===== src/rtl/cpu_pkg.sv =====
package cpu_pkg;

localparam int ISSUE_NUM  = 2;
localparam int DATA_W     = 32;
localparam int REG_ADDR_W = 5;
localparam int ALU_OP_W   = 4;

// primary opcodes
localparam logic [5:0] OP_SPECIAL = 6'h00;
localparam logic [5:0] OP_ADDIU   = 6'h09;
localparam logic [5:0] OP_ANDI    = 6'h0c;
localparam logic [5:0] OP_ORI     = 6'h0d;
localparam logic [5:0] OP_XORI    = 6'h0e;
localparam logic [5:0] OP_LUI     = 6'h0f;

// funct field under SPECIAL
localparam logic [5:0] FN_MFHI  = 6'h10;
localparam logic [5:0] FN_MFLO  = 6'h12;
localparam logic [5:0] FN_MULTU = 6'h19;
localparam logic [5:0] FN_ADDU  = 6'h21;
localparam logic [5:0] FN_SUBU  = 6'h23;
localparam logic [5:0] FN_AND   = 6'h24;
localparam logic [5:0] FN_OR    = 6'h25;
localparam logic [5:0] FN_XOR   = 6'h26;
localparam logic [5:0] FN_SLT   = 6'h2a;

localparam logic [ALU_OP_W-1:0] ALU_NOP  = 4'd0;
localparam logic [ALU_OP_W-1:0] ALU_ADD  = 4'd1;
localparam logic [ALU_OP_W-1:0] ALU_SUB  = 4'd2;
localparam logic [ALU_OP_W-1:0] ALU_AND  = 4'd3;
localparam logic [ALU_OP_W-1:0] ALU_OR   = 4'd4;
localparam logic [ALU_OP_W-1:0] ALU_XOR  = 4'd5;
localparam logic [ALU_OP_W-1:0] ALU_SLT  = 4'd6;
localparam logic [ALU_OP_W-1:0] ALU_LUI  = 4'd7;
localparam logic [ALU_OP_W-1:0] ALU_MULT = 4'd8;
localparam logic [ALU_OP_W-1:0] ALU_MFHI = 4'd9;
localparam logic [ALU_OP_W-1:0] ALU_MFLO = 4'd10;

// one instruction word, seen as R-type or I-type
typedef union packed {
	struct packed {
		logic [5:0] opcode;
		logic [4:0] rs;
		logic [4:0] rt;
		logic [4:0] rd;
		logic [4:0] shamt;
		logic [5:0] funct;
	} r;
	struct packed {
		logic [5:0]  opcode;
		logic [4:0]  rs;
		logic [4:0]  rt;
		logic [15:0] imm;
	} i;
} instr_t;

endpackage


===== src/rtl/regfile.sv =====
`timescale 1ns/100ps

module regfile import cpu_pkg::*; #(
	parameter int REG_NUM     = 32,
	parameter int READ_PORTS  = 4,
	parameter int WRITE_PORTS = 2
) (
	input  logic                                         clk,
	input  logic                                         rst,
	input  logic [WRITE_PORTS-1:0]                       we,
	input  logic [WRITE_PORTS-1:0][$clog2(REG_NUM)-1:0]  waddr,
	input  logic [WRITE_PORTS-1:0][DATA_W-1:0]           wdata,
	input  logic [READ_PORTS-1:0][$clog2(REG_NUM)-1:0]   raddr,
	output logic [READ_PORTS-1:0][DATA_W-1:0]            rdata
);

logic [REG_NUM-1:0][DATA_W-1:0] regs;

// later write port overrides an earlier one
always_ff @(posedge clk) begin
	if (rst) begin
		regs <= '0;
	end else begin
		for (int w = 0; w < WRITE_PORTS; w++) begin
			if (we[w] && waddr[w] != '0) begin
				regs[waddr[w]] <= wdata[w];
			end
		end
	end
end

// old value on a same-cycle read
always_comb begin
	for (int r = 0; r < READ_PORTS; r++) begin
		if (raddr[r] == '0) begin
			rdata[r] = '0;
		end else begin
			rdata[r] = regs[raddr[r]];
		end
	end
end

endmodule


===== config.mk =====
export PLATFORM = sky130hd
export DESIGN_NAME = regfile
export DESIGN_NICKNAME = d
export VERILOG_FILES = /design/src/rtl/cpu_pkg.sv /design/src/rtl/regfile.sv
export SDC_FILE = /design/constraint.sdc
export NUM_CORES = 2
export LEC_CHECK = 0
export BUFFER_PORTS_ARGS = -buffer_cell sky130_fd_sc_hd__buf_2
export CAP_MARGIN = 40
export CORE_AREA = 2 2 650 490
export DETAILED_ROUTE_END_ITERATION = 10
export DIE_AREA = 0 0 652 492
export PLACE_DENSITY_LB_ADDON = 0.05
export SETUP_SLACK_MARGIN = 0.15
export SYNTH_ARGS = -nofsm -noshare
export SYNTH_HDL_FRONTEND = slang
export SYNTH_SLANG_ARGS = --single-unit

===== constraint.sdc =====
create_clock -name clk -period 7.12 [get_ports clk]
set_input_delay 2.136 -clock clk [delete_from_list [all_inputs] [get_ports clk]]
set_output_delay 2.136 -clock clk [all_outputs]
set_load 0.02 [all_outputs]

After elaboration in Yosys (flattened, before gate mapping)

Index checks and enable logic that the tools add are counted.

$lt $le $gt $ge: 8
Multiplexer cells: 21
Reduce and logical (&&, ||, !) cells: 10

Operator list:

| kind               | count |
|---|---|
| $mux 1024          | 3 |
| $bwmux 1024        | 2 |
| $bmux 32 s5        | 4 |
| $demux 32 s5       | 2 |
| $mux 32            | 10 |
| $lt 5x6->1 const B | 6 |
| $logic_not 5->1    | 4 |
| $ge 5x1->1 const B | 2 |
| $reduce_bool 5->1  | 2 |
| $logic_and 1x1->1  | 4 |

Register bits after elaboration: 1024
Word-level logic and storage cells: 71
Bits of input ports: 98
Output and inout bits: 128

Depth between registers and ports, before layout

Depth after elaboration: 9
Mapped depth: 8
Depth with buffers taken out: 4

Worst setup path before layout

No wires, ideal clock.

Path kind: input to output
Start: input raddr[0] (netlist name)
End: output rdata[28] (netlist name)
Arrival time: 3.814 ns
Stages on the path: 7
Data required time: 4.984 ns
Path buffers: 3
Setup slack: 1.170 ns
Cell sequence: buf_2 buf_2 nor2_1 clkbuf_1 a221oi_1 o21ai_0 a311oi_1

RTL lines:

| item        | line          | RTL |
|---|---|---|
| from (decl) | regfile.sv:13 | `input logic [READ_PORTS-1:0][$clog2(REG_NUM)-1:0] raddr,` |
| to (decl)   | regfile.sv:14 | `output logic [READ_PORTS-1:0][DATA_W-1:0] rdata` |

==> results.md <==
- Dpl hpwl: approximately 380000 um
- First-pass GRT wire length: around 760000 um
- Peak Freq: around 140 MHz
- Critical Path Start: raddr[13]
- Commonest non-fill, non-tap cell in the layout: dfxtp_1
- Sequential area share after synthesis: a little over a quarter
- CP Capture Type: primary output
- Yosys top cell by area: dfxtp_1
- CP max FO: 13
- Worst min path class: flop to flop
- Top-level port count: roughly 230
- Clk buf depth: 4
- CTS root buf: clkbuf_16
- Setup violators final: 0
- Syn Area/Cell: 9.45 um2
- DRC Markers: 0
- Min Tclk post-route: between 7 and 8 ns
- Hold bufs inserted after CTS: 0
- Hold Slack: between 0.5 and 0.6 ns
- Post-Route WL: between 500000 and 600000 um
- Post-detailed-route via-to-cell ratio: between 6 and 7
- Max-slew violation count: 0
- Least-Margin Pin Slew: around 1.2 ns
- GRT Total Usage: 35.1%
- Unrepaired setup endpoints after global routing: false
- Worst path required time: around 5.0 ns
- Layout area overhead: 18.4%
- Die W: 652 um
- Yosys top cell area share: roughly a quarter
- Port bufs: about 230
- CTS sink cnt: between 1000 and 1500
- Final hold violation count: 0
- Max reg flops: just over 1000
- Iter 0 DRT Violations: 12527
- Vias in the first global route: 75849
- Top FF cell, synth: dfxtp_1
- Via count: 83045
- PD cells: around 190 nW/um2
- Static Leakage: approximately 32 nW
- Syn_nets: 8384
- Non-Filler Instances: 12501
- Core region area: approximately 320000 um2
- Ys Warns: 0
- GRT overflow: 0
- Post-layout nets: around 8300
- Initial antenna violation count: slightly below 100
- Critical path data arrival time: ~5 ns
- # Post-CTS Setup Buffers: 0
- Fraction of layout cells with a size suffix above 1: between 20 and 30%
- Post-Syn Area: around 78000 um2
- Max_slew headroom: about 22%
- Drt wl/cell: roughly 47 um
- Final Cycle Share: between 90% and 100%
- Largest registers: regs (1024)
- DIE HEIGHT: between 400 and 500 um
- Gate Count Post-Synth: between 8000 and 9000
- Top area cells in the synthesized netlist: dfxtp_1 (26%), mux4_2 (26%), a311oi_1 (9.7%)
- Min-delay src: regs[19]
- Outcome: finished clean
- R2R Path Start: regs[883]
- Post-layout util: between 20% and 30%
- Num CTS Buffers: about 150
- Die area: 321000 um2
- Gpl congestion: 0.909
- Worst setup SP type: input port
- Rows: around 180
- Inst Count DP: 12195
- Antenna-violating nets left: 0
- Fill cells: around 32000
- Library cells used by synthesis: 45
- Max-Cap Viols: 0
- H-tree depth: 4
- Worst-path clk slew: 0.07 ns
- Setup Crit Path Kind: input port to primary output
- Largest net degree at the start of global routing: around 150
- Max VDD drop: 0.153 mV
- Clock Skew: 0 ns
- CTS tree: built
- Largest Register: regs
- Drt pass-1 iters: 6
- Post-synth ARST share: 0%
- Initial Utilization: about 25%
- Synthesis-stage register bit count: ~1000
- Most frequent cells in the layout: dfxtp_1 (1024), nor2_1 (994), mux4_2 (896)
- EDFF count, synth: 0
- Clk Latency, worst-skew pair: about 0.86 ns
## cell usage after synthesis (all sizes together), types with 4 or more instances
cell,number
mux4,896
a22oi,128
a221oi,93
or4,4
dfxtp,1024
nand2b,6
inv,4
clkbuf,795
nor2b,173
or2,4
and2,4
a211oi,384
o2111ai,35
and3b,4
buf,380
a311oi,864
nand2,838
o21ai,605
mux2,128
nor2,1019
mux2i,512
nand3,366
## logic make-up after synthesis
kind of cell | count (synthesis) | share of synthesized area, %
simple gates | 2438 | 13.2
buf+inv | 1179 | 6.59
mux | 1536 | 34.2
compound gates | 2109 | 19.9
flops | 1024 | 26.2
## final cells by class
class	instances	area, um2	share of cell area, %
Inverter	4	30.0	0.0324
Multi-Input combinational cell	6083	53500	57.7
Tap cell	4163	5210	5.62
Sequential cell	1024	20500	22.1
Clock inverter	33	430	0.464
Timing Repair Buffer	922	8430	9.09
Antenna cell	53	133	0.143
Clock buffer	219	4470	4.83
## critical path, cell delays in order
cell and delay (ns):
buf_4 0.42, or2_4 0.24, or4_2 0.30, buf_4 0.40, o21ai_0 0.31, a311oi_1 0.73, buf_2 0.31
## routing by layer
layer	share of wire (%)	vias up	GRT usage [%]
li1	-	32279	-
met1	43	43611	48.7
met2	41	6002	49.1
met3	11	1109	10.9
met4	5.1	44	16.3
met5	0.052	-	0
## through the flow
stage	TNS (ns)	instance area, um2	worst slack (ns)	total power, mW
finish	0	92700	0.0457	17.4
global route	0	92600	0.154	17.7
CTS	0	92500	0.0157	17.4
detailed placement	-0.866	87500	-0.331	9.41
global placement	-3.26	86400	-0.832	9.35
floorplan	0	78300	1.17	7.61
## path summary, 6_finish.rpt
kind          endpoint  slack [ns]  cells after the start
min           regs[19]        0.52                      1
min reg2reg   regs[19]        0.52                      1
max reg2reg  regs[883]        5.92                      2
max          rdata[67]        0.05                      7
## power by group
| group | switching, mW | internal, mW | total [mW] |
|---|---|---|---|
| Combinational | 2.37 | 1.03 | 3.40 |
| Sequential | 0.164 | 5.84 | 6.00 |
| Clock | 3.32 | 4.69 | 8.01 |
## repair_timing
action                                  4_1_cts  5_1_grt
endpoints found under the hold margin         0        0
pin swaps                                     0        1
cloned                                        0        0
endpoints found under the setup margin       26       15
gates resized for setup                      20       12
Note: power is estimated with default switching activity, not from simulation.
