<file path="src/rtl/cpu_pkg.sv">
package cpu_pkg;

localparam int ISSUE_NUM  = 2;
localparam int DATA_W     = 32;
localparam int REG_ADDR_W = 5;
localparam int ALU_OP_W   = 4;

// primary opcodes
localparam logic [5:0] OP_SPECIAL = 6'h00;
localparam logic [5:0] OP_ADDIU   = 6'h09;
localparam logic [5:0] OP_ANDI    = 6'h0c;
localparam logic [5:0] OP_ORI     = 6'h0d;
localparam logic [5:0] OP_XORI    = 6'h0e;
localparam logic [5:0] OP_LUI     = 6'h0f;

// funct field under SPECIAL
localparam logic [5:0] FN_MFHI  = 6'h10;
localparam logic [5:0] FN_MFLO  = 6'h12;
localparam logic [5:0] FN_MULTU = 6'h19;
localparam logic [5:0] FN_ADDU  = 6'h21;
localparam logic [5:0] FN_SUBU  = 6'h23;
localparam logic [5:0] FN_AND   = 6'h24;
localparam logic [5:0] FN_OR    = 6'h25;
localparam logic [5:0] FN_XOR   = 6'h26;
localparam logic [5:0] FN_SLT   = 6'h2a;

localparam logic [ALU_OP_W-1:0] ALU_NOP  = 4'd0;
localparam logic [ALU_OP_W-1:0] ALU_ADD  = 4'd1;
localparam logic [ALU_OP_W-1:0] ALU_SUB  = 4'd2;
localparam logic [ALU_OP_W-1:0] ALU_AND  = 4'd3;
localparam logic [ALU_OP_W-1:0] ALU_OR   = 4'd4;
localparam logic [ALU_OP_W-1:0] ALU_XOR  = 4'd5;
localparam logic [ALU_OP_W-1:0] ALU_SLT  = 4'd6;
localparam logic [ALU_OP_W-1:0] ALU_LUI  = 4'd7;
localparam logic [ALU_OP_W-1:0] ALU_MULT = 4'd8;
localparam logic [ALU_OP_W-1:0] ALU_MFHI = 4'd9;
localparam logic [ALU_OP_W-1:0] ALU_MFLO = 4'd10;

// one instruction word, seen as R-type or I-type
typedef union packed {
	struct packed {
		logic [5:0] opcode;
		logic [4:0] rs;
		logic [4:0] rt;
		logic [4:0] rd;
		logic [4:0] shamt;
		logic [5:0] funct;
	} r;
	struct packed {
		logic [5:0]  opcode;
		logic [4:0]  rs;
		logic [4:0]  rt;
		logic [15:0] imm;
	} i;
} instr_t;

endpackage

</file>
<file path="src/rtl/instr_exec.sv">
`timescale 1ns/100ps

module instr_exec import cpu_pkg::*; (
	input  logic                  valid,
	input  logic [ALU_OP_W-1:0]   alu_op,
	input  logic [REG_ADDR_W-1:0] rd,
	input  logic                  we,
	input  logic                  hilo_we,
	input  logic [DATA_W-1:0]     a,
	input  logic [DATA_W-1:0]     b,
	input  logic [2*DATA_W-1:0]   hilo,
	output logic                  res_we,
	output logic [REG_ADDR_W-1:0] res_rd,
	output logic [DATA_W-1:0]     res_wdata,
	output logic                  res_hilo_we,
	output logic [2*DATA_W-1:0]   res_hilo_wdata
);

logic [DATA_W-1:0]   alu_res;
logic [2*DATA_W-1:0] product;

// unsigned 32x32 for MULTU
assign product = {{DATA_W{1'b0}}, a} * {{DATA_W{1'b0}}, b};

always_comb begin
	case (alu_op)
		ALU_ADD: begin
			alu_res = a + b;
		end
		ALU_SUB: begin
			alu_res = a - b;
		end
		ALU_AND: begin
			alu_res = a & b;
		end
		ALU_OR: begin
			alu_res = a | b;
		end
		ALU_XOR: begin
			alu_res = a ^ b;
		end
		ALU_SLT: begin
			// signed compare
			alu_res = {{(DATA_W-1){1'b0}}, $signed(a) < $signed(b)};
		end
		ALU_LUI: begin
			alu_res = {b[DATA_W/2-1:0], {(DATA_W/2){1'b0}}};
		end
		ALU_MFHI: begin
			alu_res = hilo[2*DATA_W-1:DATA_W];
		end
		ALU_MFLO: begin
			alu_res = hilo[DATA_W-1:0];
		end
		ALU_NOP, ALU_MULT: begin
			// no register result
			alu_res = '0;
		end
		default: begin
			alu_res = '0;
		end
	endcase
end

// bubbles leave nothing behind
assign res_we         = valid & we;
assign res_rd         = valid ? rd : '0;
assign res_wdata      = valid ? alu_res : '0;
assign res_hilo_we    = valid & hilo_we;
assign res_hilo_wdata = valid ? product : '0;

endmodule

</file>
<file path="config.mk">
export PLATFORM = sky130hd
export DESIGN_NAME = instr_exec
export DESIGN_NICKNAME = d
export VERILOG_FILES = /design/src/rtl/cpu_pkg.sv /design/src/rtl/instr_exec.sv
export SDC_FILE = /design/constraint.sdc
export NUM_CORES = 2
export LEC_CHECK = 0
export BUFFER_PORTS_ARGS = -buffer_cell sky130_fd_sc_hd__buf_4
export CAP_MARGIN = 5
export CORE_UTILIZATION = 55
export DETAILED_ROUTE_END_ITERATION = 16
export PLACE_DENSITY = 0.73
export SYNTH_ARGS = -nofsm -noshare
export SYNTH_HDL_FRONTEND = slang
export SYNTH_SLANG_ARGS = --single-unit
</file>
<file path="constraint.sdc">
create_clock -name vclk -period 16.15
set_clock_uncertainty 0.1 [all_clocks]
set_input_delay 3.23 -clock vclk [all_inputs]
set_output_delay 3.23 -clock vclk [all_outputs]
set_load 0.01 [all_outputs]
</file>
# Yosys cells after proc, flatten, opt, wreduce, memory -nomap -nowiden
# Index checks and enable logic that the tools add are counted.
[op_classes]
reduce_logical = 0
n_shift = 0
n_lt_le_gt_ge = 1
n_mul = 1
muxes = 4
div_mod_pow = 0
n_eq_ne = 9
bitwise_logic = 5
n_addsub = 2
[ops]
columns = ["op", "count"]
rows = [
  ["$pmux W32 S9", 1],
  ["$mul A32 B32 Y64", 1],
  ["$mux W64", 1],
  ["$add A32 B32 Y32", 1],
  ["$and A32 B32 Y32", 1],
  ["$lt A32 B32 Y1", 1],
  ["$mux W32", 1],
  ["$or A32 B32 Y32", 1],
  ["$sub A32 B32 Y32", 1],
  ["$xor A32 B32 Y32", 1],
  ["$eq A4 B3 Y1 const B", 4],
  ["$eq A4 B2 Y1 const B", 2],
  ["$eq A4 B4 Y1 const B", 2],
  ["$mux W5", 1],
  ["$eq A4 B1 Y1 const B", 1],
  ["$and A1 B1 Y1", 2],
]
[totals]
romBits = 0
latch_bits = 0
memories = 0
ramBits = 0
reg_bits = 0
wordCells = 22
out_inout_bits = 103

# Logic depth before layout (Yosys ltp)
[logic_depth]
word_depth = 3
mapped_depth = 30

# Worst setup path after synthesis
# No wires, ideal clock.
[synth_path]
kind = "input-to-output"
startpoint = "input b[2]"
endpoint = "output res_hilo_wdata[42]"
n_path_buf = 3
arrival_time_ns = 10.463
stages = 28
path_slack_ns = 2.357
required_time_ns = 12.820
cell_sequence = "clkbuf_1 > clkinv_1 > clkbuf_1 > nor2_1 > fa_1 > inv_1 > fa_1 > fa_1 > fa_1 > inv_1 > fa_1 > inv_1 > fa_1 > inv_1 > fa_1 > fa_1 > ha_1 > clkbuf_2 > o211ai_1 > a21oi_1 > nor2_1 > or4_1 > o21bai_1 > o41ai_2 > or4_1 > o21bai_1 > xnor2_1 > and2_1"
[synth_between]
elab_chain_cells = 2
[synth_rtl]
columns = ["item", "line", "rtl"]
rows = [
  ["start: declaration", "instr_exec.sv:10", "input logic [DATA_W-1:0] b,"],
  ["$mul A32 B32 Y64", "instr_exec.sv:23", "assign product = {{DATA_W{1'b0}}, a} * {{DATA_W{1'b0}}, b};"],
  ["$mux W64", "instr_exec.sv:70", "assign res_hilo_wdata = valid ? product : '0;"],
  ["end: declaration", "instr_exec.sv:16", "output logic [2*DATA_W-1:0] res_hilo_wdata"],
]
# No other way between the ends.

# Final worst setup path
[layout_path]
startpoint = "input b[8]"
endpoint = "output res_hilo_wdata[62]"
# Same word-level chain as after synthesis.

==> impl_metrics.env <==
export IMPL_synthesis_area_um2=37280
export IMPL_top_layer="met5"
export IMPL_endpoint_kind="primary output"
export IMPL_wl_met3_mm=18.31
export IMPL_yosys_area_share_simple_pct=15.51
export IMPL_ff_latch_area_um2=0
export IMPL_ys_seq_area_share_pct=0
export IMPL_crit_slowest_cell="o41ai_2"
export IMPL_dp_cells=5485
export IMPL_synthMuxAreaShare_pct=0.2450
export IMPL_fmax_mhz=64.71
export IMPL_grt_pass1_vias=34150
export IMPL_syn_nets=5959
export IMPL_seq_cell_count=0
export IMPL_rsz0062_at_grt="false"
export IMPL_hold_class="input port to primary output"
export IMPL_cap_violations=0
export IMPL_port_buffers=243
export IMPL_yosysWarningCount=0
export IMPL_area_growth_pct=6.740
export IMPL_remaining_drc_errors=0
export IMPL_fin_crit_sh_pct=95.69
export IMPL_worst_pin_slew_ns=1.148
export IMPL_grt_pass1_wl_mm=207.4
export IMPL_die_y_um=262.3
export IMPL_rows=95
export IMPL_overflow=0
export IMPL_wirelength_mm=135.5
export IMPL_slowest_delay_ns=0.99
export IMPL_wl_met1_mm=48.32
export IMPL_yosys_cell_types_count=77
export IMPL_fin_cells=5486
export IMPL_syn_area_per_cell_um2=8.173
export IMPL_placed_cell_area_um2=39790
export IMPL_final_cell_area_um2=39790
export IMPL_coreArea_um2=67160
export IMPL_grt_max_degree=54
export IMPL_setup_slack_ns=0.6957
export IMPL_antenna_left=0
export IMPL_netlist_instances=4561
export IMPL_cpLargestDelayFamily="adder cells"
export IMPL_crit_buf_inv=5
export IMPL_pin_count=243
export IMPL_fp_dieW_um=262.3
export IMPL_grt_use_total_pct=40.12
export IMPL_relSlewSlack_pct=22.60
export IMPL_place_gp_congestion=1.054
export IMPL_cts_resized=0
export IMPL_antenna_found_initial=2
export IMPL_clkbuf_count=0
export IMPL_path_cells="buf_4 -> inv_1 -> nor2_1 -> fa_1 -> fa_1 -> inv_1 -> fa_1 -> fa_1 -> inv_1 -> fa_1 -> fa_1 -> fa_1 -> fa_1 -> ha_1 -> a21oi_1 -> o21ai_0 -> a221oi_1 -> o21bai_1 -> o41ai_2 -> o21ai_1 -> a41oi_1 -> xor2_1 -> nor2_1 -> buf_4"
export IMPL_wl_met2_mm=59.32
export IMPL_crit_required_ns=12.82
export IMPL_setup_viol=0
export IMPL_criticalPathCategory="input port to primary output"
export IMPL_critPathArrivalTime_ns=12.12
export IMPL_layout_drive_gt1_share_pct=7.589
export IMPL_hold_path_startpoint="rd[2]"
export IMPL_min_period_ns=15.45
export IMPL_die_area_um2=68820
export IMPL_run_status="finished clean"
export IMPL_synth_compound_area_share_pct=10.10
export IMPL_synth_xor_area_share_pct=1.386
export IMPL_vias=32990
export IMPL_start_util_pct=55.51
export IMPL_dr_pass1_iters=8
export IMPL_dp_hpwl_mm=109.8
export IMPL_postCtsHoldBufs=0
export IMPL_synth_top_family_by_area="adder cells"
export IMPL_synth_adder_area_share_pct=60.29
export IMPL_first_iter_violations=3456
export IMPL_whs_endpoint="res_rd[2]"
export IMPL_fin_setup_tns_ns=0
export IMPL_slew_violations=0
export IMPL_post_cts_buffers=0
export IMPL_start_kind="input port"
export IMPL_finalHoldViolCount=0
export IMPL_viasPerCell=6.013
export IMPL_post_drt_wl_per_cell_um=24.70
export IMPL_place_ws_ns=0.8717
export IMPL_cpMostUsedCell="fa_1"
export IMPL_hold_depth=3
export IMPL_layout_nets=6012
export IMPL_cp_max_fo=19
-- cell families (layout without fill, tap and decap cells) --
family | Yosys count | after routing
other | 0 | 1
muxes | 9 | 9
AOI/OAI and AO/OA | 564 | 564
adders and majority gates | 1258 | 1258
and+or+nand+nor | 1434 | 1434
buffers and inverters | 1237 | 1288
xor gates and xnor gates | 59 | 59
-- per-stage QoR --
stage / hold WS, ns / util (%)
global route: 6.668 / 59.25
floorplan: 6.510 / -
global placement: 6.648 / 59.25
detailed placement: 6.650 / 59.25
finish: 6.650 / 59.25
CTS: 6.651 / 59.25
-- per-layer routing --
layer	up-vias	GRT usage [%]
met5	-	0
met4	4	21.81
met1	16400	50.80
li1	13920	-
met2	2176	61.17
met3	484	12.92
-- how the worst max path moves through the flow --
stage / start / to / slack, ns / depth (start not counted)
final: b[8] / res_hilo_wdata[62] / 0.70 / 24
after CTS: b[8] / res_hilo_wdata[62] / 0.86 / 24
after global routing: b[8] / res_hilo_wdata[62] / 0.50 / 24
after detailed placement: b[8] / res_hilo_wdata[62] / 0.87 / 24
after global placement: b[8] / res_hilo_wdata[62] / 0.90 / 24
after floorplan: b[2] / res_hilo_wdata[42] / 2.36 / 28
-- Yosys cell counts (12+ instances only) --
library cell | n | share of area [%]
and3_1 | 12 | 0.20
a21o_1 | 55 | 1.1
and2_1 | 23 | 0.39
nor2_1 | 723 | 7.3
nand2_1 | 534 | 5.4
buf_1 | 32 | 0.32
inv_1 | 951 | 9.6
o21a_1 | 13 | 0.26
fa_1 | 897 | 48
a31oi_1 | 21 | 0.35
o21ai_1 | 12 | 0.16
o211ai_1 | 14 | 0.28
xnor2_1 | 35 | 0.82
a21oi_1 | 151 | 2.0
a22oi_1 | 16 | 0.32
nor3_1 | 28 | 0.38
o21bai_1 | 29 | 0.58
a221oi_1 | 38 | 0.89
o21ai_0 | 98 | 1.3
o22ai_1 | 13 | 0.22
clkinv_1 | 17 | 0.17
nand2b_1 | 20 | 0.34
nand3_1 | 32 | 0.43
xor2_1 | 24 | 0.56
ha_1 | 361 | 12
clkbuf_1 | 229 | 2.3
nand4_1 | 19 | 0.32
-- placed cells by master (no fill, tap or decap), types with 21 or more instances in the layout --
cell	instances
nand2_1	534
xor2_1	24
buf_4	317
nor2_1	719
a221oi_1	38
and2_1	23
a21o_1	55
fa_1	897
ha_1	361
xnor2_1	35
inv_1	951
o21ai_0	98
nor3_1	25
a21oi_1	151
o21bai_1	29
a31oi_1	21
nand3_1	32
-- layout make-up --
class              instances  area [um2]
multi-input cells       3324       32670
fillers                 6107       27370
inverters                971        3645
repair buffers           317        2380
well taps                873        1092
diodes                     1       2.502
Power is left out: the tool's default activity adds up to more than one toggle a clock period on the data nets, which glitch-free logic cannot reach.
